`src/hdl/core_pkg.sv`:
```
package core_pkg;

  // Instruction word width
  localparam int INSTR_W = 32;

  // Register index
  typedef logic [4:0] reg_idx_t;

  // ALU operations
  typedef enum logic [2:0] {
    ALU_ADD,
    ALU_SUB,
    ALU_AND,
    ALU_OR,
    ALU_XOR,
    ALU_SLT,
    ALU_PASS
  } alu_op_t;

  // Branch conditions
  typedef enum logic [1:0] {
    BR_EQ,
    BR_NE,
    BR_LT
  } branch_cond_t;

  // Major opcodes
  localparam logic [6:0] OPC_OP_IMM = 7'b0010011;
  localparam logic [6:0] OPC_OP     = 7'b0110011;
  localparam logic [6:0] OPC_LUI    = 7'b0110111;
  localparam logic [6:0] OPC_BRANCH = 7'b1100011;
  localparam logic [6:0] OPC_JAL    = 7'b1101111;

  // funct3 for ALU forms
  localparam logic [2:0] F3_ADD = 3'b000;
  localparam logic [2:0] F3_SLT = 3'b010;
  localparam logic [2:0] F3_XOR = 3'b100;
  localparam logic [2:0] F3_OR  = 3'b110;
  localparam logic [2:0] F3_AND = 3'b111;

  // funct3 for branches
  localparam logic [2:0] F3_BEQ = 3'b000;
  localparam logic [2:0] F3_BNE = 3'b001;
  localparam logic [2:0] F3_BLT = 3'b100;

  // funct7 for register forms
  localparam logic [6:0] F7_BASE = 7'b0000000;
  localparam logic [6:0] F7_SUB  = 7'b0100000;

endpackage

```
`src/hdl/fetch_unit.sv`:
```
module fetch_unit #(
  parameter int XLEN = 64
) (
  input  logic                        clk,
  input  logic                        reset,
  input  logic [XLEN-1:0]             entry,
  input  logic                        imem_valid,
  input  logic [core_pkg::INSTR_W-1:0] imem_data,
  input  logic                        fetch_ready,
  input  logic                        flush,
  input  logic [XLEN-1:0]             flush_target,
  output logic                        imem_req,
  output logic [XLEN-1:0]             imem_addr,
  output logic                        fetch_valid,
  output logic [core_pkg::INSTR_W-1:0] fetch_instr,
  output logic [XLEN-1:0]             fetch_pc
);

  logic [XLEN-1:0]              pc;
  logic                         need_req;
  logic                         pending;
  logic                         discard;
  logic                         hold_valid;
  logic [core_pkg::INSTR_W-1:0] hold_instr;

  // PC only moves on handover, so the held word belongs to pc
  assign imem_req    = need_req;
  assign imem_addr   = pc;
  assign fetch_valid = hold_valid && fetch_ready;
  assign fetch_instr = hold_instr;
  assign fetch_pc    = pc;

  always_ff @(posedge clk) begin
    if (reset) begin
      pc         <= entry;
      need_req   <= 1'b1;
      pending    <= 1'b0;
      discard    <= 1'b0;
      hold_valid <= 1'b0;
    end else if (flush) begin
      pc         <= flush_target;
      hold_valid <= 1'b0;
      // A response on the old path is still due, so wait for it first
      if (need_req || (pending && !imem_valid)) begin
        need_req <= 1'b0;
        pending  <= 1'b1;
        discard  <= 1'b1;
      end else begin
        need_req <= 1'b1;
        pending  <= 1'b0;
        discard  <= 1'b0;
      end
    end else begin
      if (need_req) begin
        need_req <= 1'b0;
        pending  <= 1'b1;
      end
      if (imem_valid) begin
        pending <= 1'b0;
        if (discard) begin
          discard  <= 1'b0;
          need_req <= 1'b1;
        end else begin
          hold_valid <= 1'b1;
        end
      end
      // Handover to decode, then fetch the next word
      if (fetch_valid) begin
        hold_valid <= 1'b0;
        pc         <= pc + XLEN'(4);
        need_req   <= 1'b1;
      end
    end
  end

  always_ff @(posedge clk) begin
    if (imem_valid && !discard) begin
      hold_instr <= imem_data;
    end
  end

endmodule

```
`src/hdl/decode_unit.sv`:
```
module decode_unit #(
  parameter int XLEN = 64
) (
  input  logic                         clk,
  input  logic                         reset,
  input  logic                         fetch_valid,
  input  logic [core_pkg::INSTR_W-1:0] fetch_instr,
  input  logic [XLEN-1:0]              fetch_pc,
  input  logic                         flush,
  input  logic [XLEN-1:0]              rs1_data,
  input  logic [XLEN-1:0]              rs2_data,
  input  logic                         rs1_busy,
  input  logic                         rs2_busy,
  output logic                         fetch_ready,
  output core_pkg::reg_idx_t           rs1,
  output core_pkg::reg_idx_t           rs2,
  output logic                         set_busy,
  output core_pkg::reg_idx_t           set_rd,
  output logic                         issue_valid,
  output logic [XLEN-1:0]              issue_pc,
  output logic [XLEN-1:0]              issue_a,
  output logic [XLEN-1:0]              issue_b,
  output logic [XLEN-1:0]              issue_imm,
  output core_pkg::alu_op_t            issue_alu_op,
  output core_pkg::reg_idx_t           issue_rd,
  output logic                         issue_rd_write,
  output logic                         issue_branch,
  output logic                         issue_jal,
  output core_pkg::branch_cond_t       issue_cond
);

  logic                         buf_valid;
  logic [core_pkg::INSTR_W-1:0] buf_instr;
  logic [XLEN-1:0]              buf_pc;
  logic [6:0]                   opcode;
  logic [2:0]                   funct3;
  logic [6:0]                   funct7;
  core_pkg::reg_idx_t           rd;
  logic [XLEN-1:0]              imm_i;
  logic [XLEN-1:0]              imm_b;
  logic [XLEN-1:0]              imm_u;
  logic [XLEN-1:0]              imm_j;
  logic [XLEN-1:0]              imm_d;
  logic [XLEN-1:0]              b_d;
  core_pkg::alu_op_t            alu_op_d;
  core_pkg::branch_cond_t       cond_d;
  logic                         known;
  logic                         use_rs1;
  logic                         use_rs2;
  logic                         branch_d;
  logic                         jal_d;
  logic                         rd_write_d;
  logic                         stall;
  logic                         issue_go;

  assign opcode = buf_instr[6:0];
  assign rd     = buf_instr[11:7];
  assign funct3 = buf_instr[14:12];
  assign rs1    = buf_instr[19:15];
  assign rs2    = buf_instr[24:20];
  assign funct7 = buf_instr[31:25];

  // Sign-extended immediates
  assign imm_i = XLEN'($signed(buf_instr[31:20]));
  assign imm_b = XLEN'($signed({buf_instr[31], buf_instr[7], buf_instr[30:25],
                                buf_instr[11:8], 1'b0}));
  assign imm_u = XLEN'($signed({buf_instr[31:12], 12'b0}));
  assign imm_j = XLEN'($signed({buf_instr[31], buf_instr[19:12], buf_instr[20],
                                buf_instr[30:21], 1'b0}));

  always_comb begin
    known    = 1'b0;
    use_rs1  = 1'b0;
    use_rs2  = 1'b0;
    branch_d = 1'b0;
    jal_d    = 1'b0;
    alu_op_d = core_pkg::ALU_ADD;
    cond_d   = core_pkg::BR_EQ;
    imm_d    = imm_i;
    b_d      = rs2_data;
    case (opcode)
      core_pkg::OPC_OP_IMM: begin
        use_rs1 = 1'b1;
        b_d     = imm_i;
        known   = 1'b1;
        case (funct3)
          core_pkg::F3_ADD: alu_op_d = core_pkg::ALU_ADD;
          core_pkg::F3_XOR: alu_op_d = core_pkg::ALU_XOR;
          core_pkg::F3_OR:  alu_op_d = core_pkg::ALU_OR;
          core_pkg::F3_AND: alu_op_d = core_pkg::ALU_AND;
          default:          known    = 1'b0;
        endcase
      end
      core_pkg::OPC_OP: begin
        use_rs1 = 1'b1;
        use_rs2 = 1'b1;
        known   = 1'b1;
        if (funct7 == core_pkg::F7_SUB && funct3 == core_pkg::F3_ADD) begin
          alu_op_d = core_pkg::ALU_SUB;
        end else if (funct7 == core_pkg::F7_BASE) begin
          case (funct3)
            core_pkg::F3_ADD: alu_op_d = core_pkg::ALU_ADD;
            core_pkg::F3_SLT: alu_op_d = core_pkg::ALU_SLT;
            core_pkg::F3_XOR: alu_op_d = core_pkg::ALU_XOR;
            core_pkg::F3_OR:  alu_op_d = core_pkg::ALU_OR;
            core_pkg::F3_AND: alu_op_d = core_pkg::ALU_AND;
            default:          known    = 1'b0;
          endcase
        end else begin
          known = 1'b0;
        end
      end
      core_pkg::OPC_LUI: begin
        alu_op_d = core_pkg::ALU_PASS;
        imm_d    = imm_u;
        known    = 1'b1;
      end
      core_pkg::OPC_BRANCH: begin
        use_rs1  = 1'b1;
        use_rs2  = 1'b1;
        imm_d    = imm_b;
        branch_d = 1'b1;
        case (funct3)
          core_pkg::F3_BEQ: cond_d   = core_pkg::BR_EQ;
          core_pkg::F3_BNE: cond_d   = core_pkg::BR_NE;
          core_pkg::F3_BLT: cond_d   = core_pkg::BR_LT;
          default:          branch_d = 1'b0;
        endcase
      end
      core_pkg::OPC_JAL: begin
        imm_d = imm_j;
        jal_d = 1'b1;
        known = 1'b1;
      end
      default: begin
        known = 1'b0;
      end
    endcase
  end

  // Branches never write, anything unknown goes through as a no-op
  assign rd_write_d = known && (rd != 5'd0);

  // Hold back while a source in use is still owned by older work
  assign stall = (use_rs1 && rs1_busy) || (use_rs2 && rs2_busy);
  assign issue_go    = buf_valid && !stall && !flush;
  assign fetch_ready = !buf_valid;
  assign set_busy    = issue_go && rd_write_d;
  assign set_rd      = rd;

  always_ff @(posedge clk) begin
    if (reset) begin
      buf_valid   <= 1'b0;
      issue_valid <= 1'b0;
    end else begin
      issue_valid <= issue_go;
      if (flush || issue_go) begin
        buf_valid <= 1'b0;
      end else if (fetch_valid) begin
        buf_valid <= 1'b1;
      end
    end
  end

  always_ff @(posedge clk) begin
    if (fetch_valid) begin
      buf_instr <= fetch_instr;
      buf_pc    <= fetch_pc;
    end
    if (issue_go) begin
      issue_pc       <= buf_pc;
      issue_a        <= rs1_data;
      issue_b        <= b_d;
      issue_imm      <= imm_d;
      issue_alu_op   <= alu_op_d;
      issue_rd       <= rd;
      issue_rd_write <= rd_write_d;
      issue_branch   <= branch_d;
      issue_jal      <= jal_d;
      issue_cond     <= cond_d;
    end
  end

endmodule

```
`src/hdl/register_file.sv`:
```
module register_file #(
  parameter int XLEN = 64
) (
  input  logic               clk,
  input  logic               reset,
  input  core_pkg::reg_idx_t rs1,
  input  core_pkg::reg_idx_t rs2,
  input  logic               set_busy,
  input  core_pkg::reg_idx_t set_rd,
  input  logic               wb_valid,
  input  core_pkg::reg_idx_t wb_rd,
  input  logic [XLEN-1:0]    wb_data,
  output logic [XLEN-1:0]    rs1_data,
  output logic [XLEN-1:0]    rs2_data,
  output logic               rs1_busy,
  output logic               rs2_busy
);

  logic [XLEN-1:0] regs [32];
  logic [31:0]     busy;

  // x0 is never written and never marked, so it reads as zero and free
  assign rs1_data = regs[rs1];
  assign rs2_data = regs[rs2];
  assign rs1_busy = busy[rs1];
  assign rs2_busy = busy[rs2];

  always_ff @(posedge clk) begin
    if (reset) begin
      for (int i = 0; i < 32; i++) begin
        regs[i] <= '0;
      end
    end else if (wb_valid && wb_rd != 5'd0) begin
      regs[wb_rd] <= wb_data;
    end
  end

  // Scoreboard
  always_ff @(posedge clk) begin
    if (reset) begin
      busy <= '0;
    end else begin
      if (wb_valid && wb_rd != 5'd0) begin
        busy[wb_rd] <= 1'b0;
      end
      // A new owner of the same register wins over the retiring one
      if (set_busy && set_rd != 5'd0) begin
        busy[set_rd] <= 1'b1;
      end
    end
  end

endmodule

```
`src/hdl/execute_unit.sv`:
```
module execute_unit #(
  parameter int XLEN = 64
) (
  input  logic                   clk,
  input  logic                   reset,
  input  logic                   issue_valid,
  input  logic [XLEN-1:0]        issue_pc,
  input  logic [XLEN-1:0]        issue_a,
  input  logic [XLEN-1:0]        issue_b,
  input  logic [XLEN-1:0]        issue_imm,
  input  core_pkg::alu_op_t      issue_alu_op,
  input  core_pkg::reg_idx_t     issue_rd,
  input  logic                   issue_rd_write,
  input  logic                   issue_branch,
  input  logic                   issue_jal,
  input  core_pkg::branch_cond_t issue_cond,
  output logic                   flush,
  output logic [XLEN-1:0]        flush_target,
  output logic                   wb_valid,
  output core_pkg::reg_idx_t     wb_rd,
  output logic [XLEN-1:0]        wb_data
);

  logic [XLEN-1:0] alu_result;
  logic [XLEN-1:0] link;
  logic            cond_true;
  logic            taken;

  always_comb begin
    case (issue_alu_op)
      core_pkg::ALU_ADD:  alu_result = issue_a + issue_b;
      core_pkg::ALU_SUB:  alu_result = issue_a - issue_b;
      core_pkg::ALU_AND:  alu_result = issue_a & issue_b;
      core_pkg::ALU_OR:   alu_result = issue_a | issue_b;
      core_pkg::ALU_XOR:  alu_result = issue_a ^ issue_b;
      core_pkg::ALU_SLT:  alu_result = XLEN'($signed(issue_a) < $signed(issue_b));
      core_pkg::ALU_PASS: alu_result = issue_imm;
      default:            alu_result = '0;
    endcase
  end

  // Signed compare for BLT
  always_comb begin
    case (issue_cond)
      core_pkg::BR_EQ: cond_true = (issue_a == issue_b);
      core_pkg::BR_NE: cond_true = (issue_a != issue_b);
      core_pkg::BR_LT: cond_true = ($signed(issue_a) < $signed(issue_b));
      default:         cond_true = 1'b0;
    endcase
  end

  assign link  = issue_pc + XLEN'(4);
  assign taken = issue_jal || (issue_branch && cond_true);

  always_ff @(posedge clk) begin
    if (reset) begin
      flush    <= 1'b0;
      wb_valid <= 1'b0;
    end else begin
      flush    <= issue_valid && taken;
      wb_valid <= issue_valid && issue_rd_write;
    end
  end

  always_ff @(posedge clk) begin
    if (issue_valid) begin
      flush_target <= issue_pc + issue_imm;
      wb_rd        <= issue_rd;
      wb_data      <= issue_jal ? link : alu_result;
    end
  end

endmodule

```
`src/hdl/core_top.sv`:
```
module core_top #(
  parameter int XLEN = 64
) (
  input  logic                         clk,
  input  logic                         reset,
  input  logic [XLEN-1:0]              entry,
  output logic                         imem_req,
  output logic [XLEN-1:0]              imem_addr,
  input  logic                         imem_valid,
  input  logic [core_pkg::INSTR_W-1:0] imem_data,
  output logic                         wb_valid,
  output core_pkg::reg_idx_t           wb_rd,
  output logic [XLEN-1:0]              wb_data
);

  // Fetch to decode
  logic                         fetch_valid;
  logic [core_pkg::INSTR_W-1:0] fetch_instr;
  logic [XLEN-1:0]              fetch_pc;
  logic                         fetch_ready;

  // Decode to register file
  core_pkg::reg_idx_t rs1;
  core_pkg::reg_idx_t rs2;
  logic [XLEN-1:0]    rs1_data;
  logic [XLEN-1:0]    rs2_data;
  logic               rs1_busy;
  logic               rs2_busy;
  logic               set_busy;
  core_pkg::reg_idx_t set_rd;

  // Issue register
  logic                   issue_valid;
  logic [XLEN-1:0]        issue_pc;
  logic [XLEN-1:0]        issue_a;
  logic [XLEN-1:0]        issue_b;
  logic [XLEN-1:0]        issue_imm;
  core_pkg::alu_op_t      issue_alu_op;
  core_pkg::reg_idx_t     issue_rd;
  logic                   issue_rd_write;
  logic                   issue_branch;
  logic                   issue_jal;
  core_pkg::branch_cond_t issue_cond;

  // Redirect
  logic            flush;
  logic [XLEN-1:0] flush_target;

  fetch_unit #(.XLEN(XLEN)) u_fetch (
    .clk          (clk),
    .reset        (reset),
    .entry        (entry),
    .imem_valid   (imem_valid),
    .imem_data    (imem_data),
    .fetch_ready  (fetch_ready),
    .flush        (flush),
    .flush_target (flush_target),
    .imem_req     (imem_req),
    .imem_addr    (imem_addr),
    .fetch_valid  (fetch_valid),
    .fetch_instr  (fetch_instr),
    .fetch_pc     (fetch_pc)
  );

  decode_unit #(.XLEN(XLEN)) u_decode (
    .clk            (clk),
    .reset          (reset),
    .fetch_valid    (fetch_valid),
    .fetch_instr    (fetch_instr),
    .fetch_pc       (fetch_pc),
    .flush          (flush),
    .rs1_data       (rs1_data),
    .rs2_data       (rs2_data),
    .rs1_busy       (rs1_busy),
    .rs2_busy       (rs2_busy),
    .fetch_ready    (fetch_ready),
    .rs1            (rs1),
    .rs2            (rs2),
    .set_busy       (set_busy),
    .set_rd         (set_rd),
    .issue_valid    (issue_valid),
    .issue_pc       (issue_pc),
    .issue_a        (issue_a),
    .issue_b        (issue_b),
    .issue_imm      (issue_imm),
    .issue_alu_op   (issue_alu_op),
    .issue_rd       (issue_rd),
    .issue_rd_write (issue_rd_write),
    .issue_branch   (issue_branch),
    .issue_jal      (issue_jal),
    .issue_cond     (issue_cond)
  );

  register_file #(.XLEN(XLEN)) u_regs (
    .clk      (clk),
    .reset    (reset),
    .rs1      (rs1),
    .rs2      (rs2),
    .set_busy (set_busy),
    .set_rd   (set_rd),
    .wb_valid (wb_valid),
    .wb_rd    (wb_rd),
    .wb_data  (wb_data),
    .rs1_data (rs1_data),
    .rs2_data (rs2_data),
    .rs1_busy (rs1_busy),
    .rs2_busy (rs2_busy)
  );

  execute_unit #(.XLEN(XLEN)) u_execute (
    .clk            (clk),
    .reset          (reset),
    .issue_valid    (issue_valid),
    .issue_pc       (issue_pc),
    .issue_a        (issue_a),
    .issue_b        (issue_b),
    .issue_imm      (issue_imm),
    .issue_alu_op   (issue_alu_op),
    .issue_rd       (issue_rd),
    .issue_rd_write (issue_rd_write),
    .issue_branch   (issue_branch),
    .issue_jal      (issue_jal),
    .issue_cond     (issue_cond),
    .flush          (flush),
    .flush_target   (flush_target),
    .wb_valid       (wb_valid),
    .wb_rd          (wb_rd),
    .wb_data        (wb_data)
  );

endmodule

```
`config.mk`:
```
export PLATFORM = sky130hd
export DESIGN_NAME = core_top
export DESIGN_NICKNAME = d
export VERILOG_FILES = /design/src/hdl/core_pkg.sv /design/src/hdl/fetch_unit.sv /design/src/hdl/decode_unit.sv /design/src/hdl/register_file.sv /design/src/hdl/execute_unit.sv /design/src/hdl/core_top.sv
export SDC_FILE = /design/constraint.sdc
export NUM_CORES = 2
export LEC_CHECK = 0
export ABC_CLOCK_PERIOD_IN_PS = 16340
export BUFFER_PORTS_ARGS = -buffer_cell sky130_fd_sc_hd__buf_2
export CAP_MARGIN = 20
export CORE_MARGIN = 10
export CORE_UTILIZATION = 32
export DETAILED_ROUTE_END_ITERATION = 10
export GPL_TIMING_DRIVEN = 0
export PLACE_DENSITY = 0.44
export REMOVE_ABC_BUFFERS = 1
export SLEW_MARGIN = 10
export SYNTH_ARGS = -nofsm -noshare
export SYNTH_HDL_FRONTEND = slang
export SYNTH_SLANG_ARGS = --single-unit
```
`constraint.sdc`:
```
create_clock -name clk -period 16.34 [get_ports clk]
set_input_delay 2.451 -clock clk [delete_from_list [all_inputs] [get_ports clk]]
set_output_delay 2.451 -clock clk [all_outputs]
set_load 0.1 [all_outputs]
```
==> flow_summary.yaml <==
routing:
  drc_errors: 0
  drt-total-wl_um: 633200
  drtIter0Drc: 12980
  avgViaCountPerCell: 5.887
  vias: 99220
  wl_per_cell_um: 37.57
  ant_nets: 0
  first_pass_iters: 6
power:
  p_int_w: 0.01327
  p_leak_nw: 62.17
  pwr-share-comb: 0.194
  power_per_cell_area_mw_per_mm2: 108.4
  ir_drop_mv: 0.1200
  switching_share: 0.2978
  p_switching_w: 0.005629
  p_clk_frac: 0.373
  seqPwrFrac: 0.433
synth:
  ys_ff_latch: 2655
  async_flop_share: 0
  synth_top_area_share: 0.5359
  netlist_top_cells_area: "edfxtp_1, mux4_2, and2_1, ha_1, clkbuf_1"
  synth_area_sq_mm: 0.1462
  synth_edf_count: 2610
  seq_area_frac_synth: 0.5421
  netlist-cell-type-count: 106
  ys.flop_type: "edfxtp_1"
  synthCells: 10270
  synth_warnings: 0
  synth_top_area_cell: "edfxtp_1"
  syn_avg_cell_area_sq_um: 14.24
clock_network:
  htreeDepth: 5
  numCtsBuffers: 322
  cts_tree: "yes"
  postCtsHoldBufs: 0
  post_cts_buffers: 0
  cts_resized: 0
  clock_sinks: 2655
  clockBufferDepth: 4
  clk_pin_slew_ns: 0.06
  clock_latency_ns: 0.98
  cts-root-buf: "clkbuf_16"
timing:
  worst_pin_slew_ns: 1.298
  fin_crit_sh: 0.3671
  slew_headroom: 0.1254
  period_needed_ns: 5.998
  final-setup-viol-count: 0
  fin_skew_ns: 0.03589
  slew_viol_final: 0
  fin_tns_setup_ns: 0
  rsz0062_at_grt: "false"
  hold_violations: 0
  finalWorstSetupSlack_ns: 10.34
  fmax_ghz: 0.1667
die:
  die_x_um: 696.0
  io-pin-count: 234
  row_count: 248
  die_area_sq_mm: 0.4844
  core_sq_mm: 0.4558
  die_h_um: 696.0
  start_util: 0.3208
layout:
  layout.nets: 10930
  fillers: 42090
  layout_common_cells: "edfxtp_1, and2_1, mux4_2"
  seq_area_sq_mm: 0.07930
  area_growth_pct: 19.28
  layout_commonest_cell: "edfxtp_1"
  multi_input_area_sq_mm: 0.06335
  drive_above_1_share: 0.2567
  fin_util: 0.3827
  fin_cells: 16850
setup_path:
  worstPathRequired_ns: 17.01
  crit_type: "reg2reg"
  rr_endpoint: "u_execute.wb_data[62]"
  worstSetupStartpointType: "register"
  r2r_cells: 13
  setup.reg_to_reg.worst_slack_ns: 10.34
  path_max_fanout: 13
  worst_ep_arrival_time_ns: 6.67
  end_kind: "register"
  r2r_start: "u_decode.issue_a[19]"
place:
  place.port_buffers: 233
  pre_cts_slack_ns: 10.42
  place_inst: 16230
  gp_congestion: 0.9117
  hpwlAfterDp_um: 457200
job:
  cap_violations: 0
worst_hold_path:
  min_to: "u_decode.issue_pc[13]"
  hold_path_depth: 0
  hold_path.class: "reg2reg"
  hp-start: "u_decode.buf_pc[13]"
grt:
  grt_max_degree: 87
  grt_antenna_before_repair: 89
  overflow: 0
  grt_pass1_wl_um: 856700
  first_global_vias: 98150
  grt_use_total: 0.2546
run_status:
  outcome: "completed"
synthesized netlist by cell type (41+ instances only):
cell	instances
nand4_1	73
nor2b_1	49
mux2i_1	76
xor2_1	84
and2_1	2003
xnor2_1	118
ha_1	266
a211oi_1	47
edfxtp_1	2610
o22ai_1	49
o21ai_0	292
nand2_1	376
dfxtp_1	45
clkbuf_1	744
nor3_1	81
nand3_1	107
a21o_1	76
a31oi_1	46
mux2_2	74
o21bai_1	41
inv_1	252
nor2_1	346
mux4_2	1300
buf_1	119
a21oi_1	431
final cells by class:
class / instances / share of cell area
Sequential cell: 2655 / 0.4546
Multi-Input combinational cell: 6520 / 0.3632
Timing Repair Buffer: 809 / 0.07556
Clock buffer: 415 / 0.04922
Tap cell: 6000 / 0.04304
Clock inverter: 157 / 0.008213
Inverter: 254 / 0.005502
Antenna cell: 44 / 0.0006312
critical path: stages, from the launching register on:
cell       delay, ns
edfxtp_1        0.40
inv_1           0.06
ha_1            0.61
o21a_1          0.23
o211ai_1        0.13
a211oi_1        0.73
o211ai_1        0.43
o211ai_1        0.95
a2bb2oi_1       0.64
a21boi_0        0.35
o31ai_1         0.43
mux2_2          0.38
a21oi_1         0.17
o31ai_2         0.19
cells by family (layout without fill, tap and decap cells):
kind of cell             Yosys count  in the layout  synth area share
AND/OR/NAND/NOR                 3244           3244            0.1259
flip-flops                      2655           2655            0.5421
multiplexers                    1451           1451            0.2112
AO/OA/AOI/OAI                   1290           1290           0.05497
buffers and inverters           1158           1635           0.03054
adder cells (fa/ha/maj)          269            269           0.02317
XOR/XNOR                         202            202           0.01210
other                              1            108        0.00002564
sequential cells by signal (all words and copies together) (netlist names), 64 cells and up, named ones only:
name,flops
u_decode.buf_pc,64
u_execute.flush_target,64
u_execute.wb_data,64
u_regs.regs,2048
u_decode.issue_b,64
u_decode.issue_a,64
u_decode.issue_pc,64
u_fetch.fetch_pc,64
how the worst max path moves through the flow:
stage,cells past startpoint,from,to,slack (ns)
after floorplan,6,u_decode.buf_instr[15],u_decode.issue_a[0],-15.82
after global routing,12,u_decode.issue_b[27],u_execute.wb_data[62],10.25
after detailed placement,13,u_decode.issue_a[19],u_execute.wb_data[62],10.42
after CTS,12,u_decode.issue_a[22],u_execute.wb_data[62],10.36
after global placement,6,u_decode.buf_instr[15],u_decode.issue_a[50],-37.03
final,13,u_decode.issue_a[19],u_execute.wb_data[62],10.34
power by group through the flow:
stage,logic (W),clock network (W),registers [W]
2_1_floorplan,0.00246,0,0.00862
3_3_place_gp,0.00438,0,0.00891
3_5_place_dp,0.00364,0,0.00832
4_1_cts,0.00366,0.00715,0.00818
5_1_grt,0.00383,0.00743,0.00822
6_report,0.00367,0.00705,0.00819
stage by stage:
| step | total power, W | hold WS (ns) | instance area [sq um] |
|---|---|---|---|
| 2_1_floorplan | 0.01107 | 0.4003 | 143000 |
| 3_3_place_gp | 0.01329 | 0.4016 | 151600 |
| 3_5_place_dp | 0.01196 | 0.4045 | 164200 |
| 4_1_cts | 0.01899 | 0.4030 | 174300 |
| 5_1_grt | 0.01947 | 0.4146 | 174300 |
| 6_report | 0.01890 | 0.3962 | 174400 |
metal layers:
metal  vias to the layer above  part of all wire  global-route usage
li1                      39980                 -                   -
met2                      5276              0.45              0.3963
met5                         -           0.00027            0.001373
met4                        14             0.037             0.08256
met3                       897             0.087             0.04619
met1                     53060              0.42              0.3601
Power figures use the tool's default switching activity.
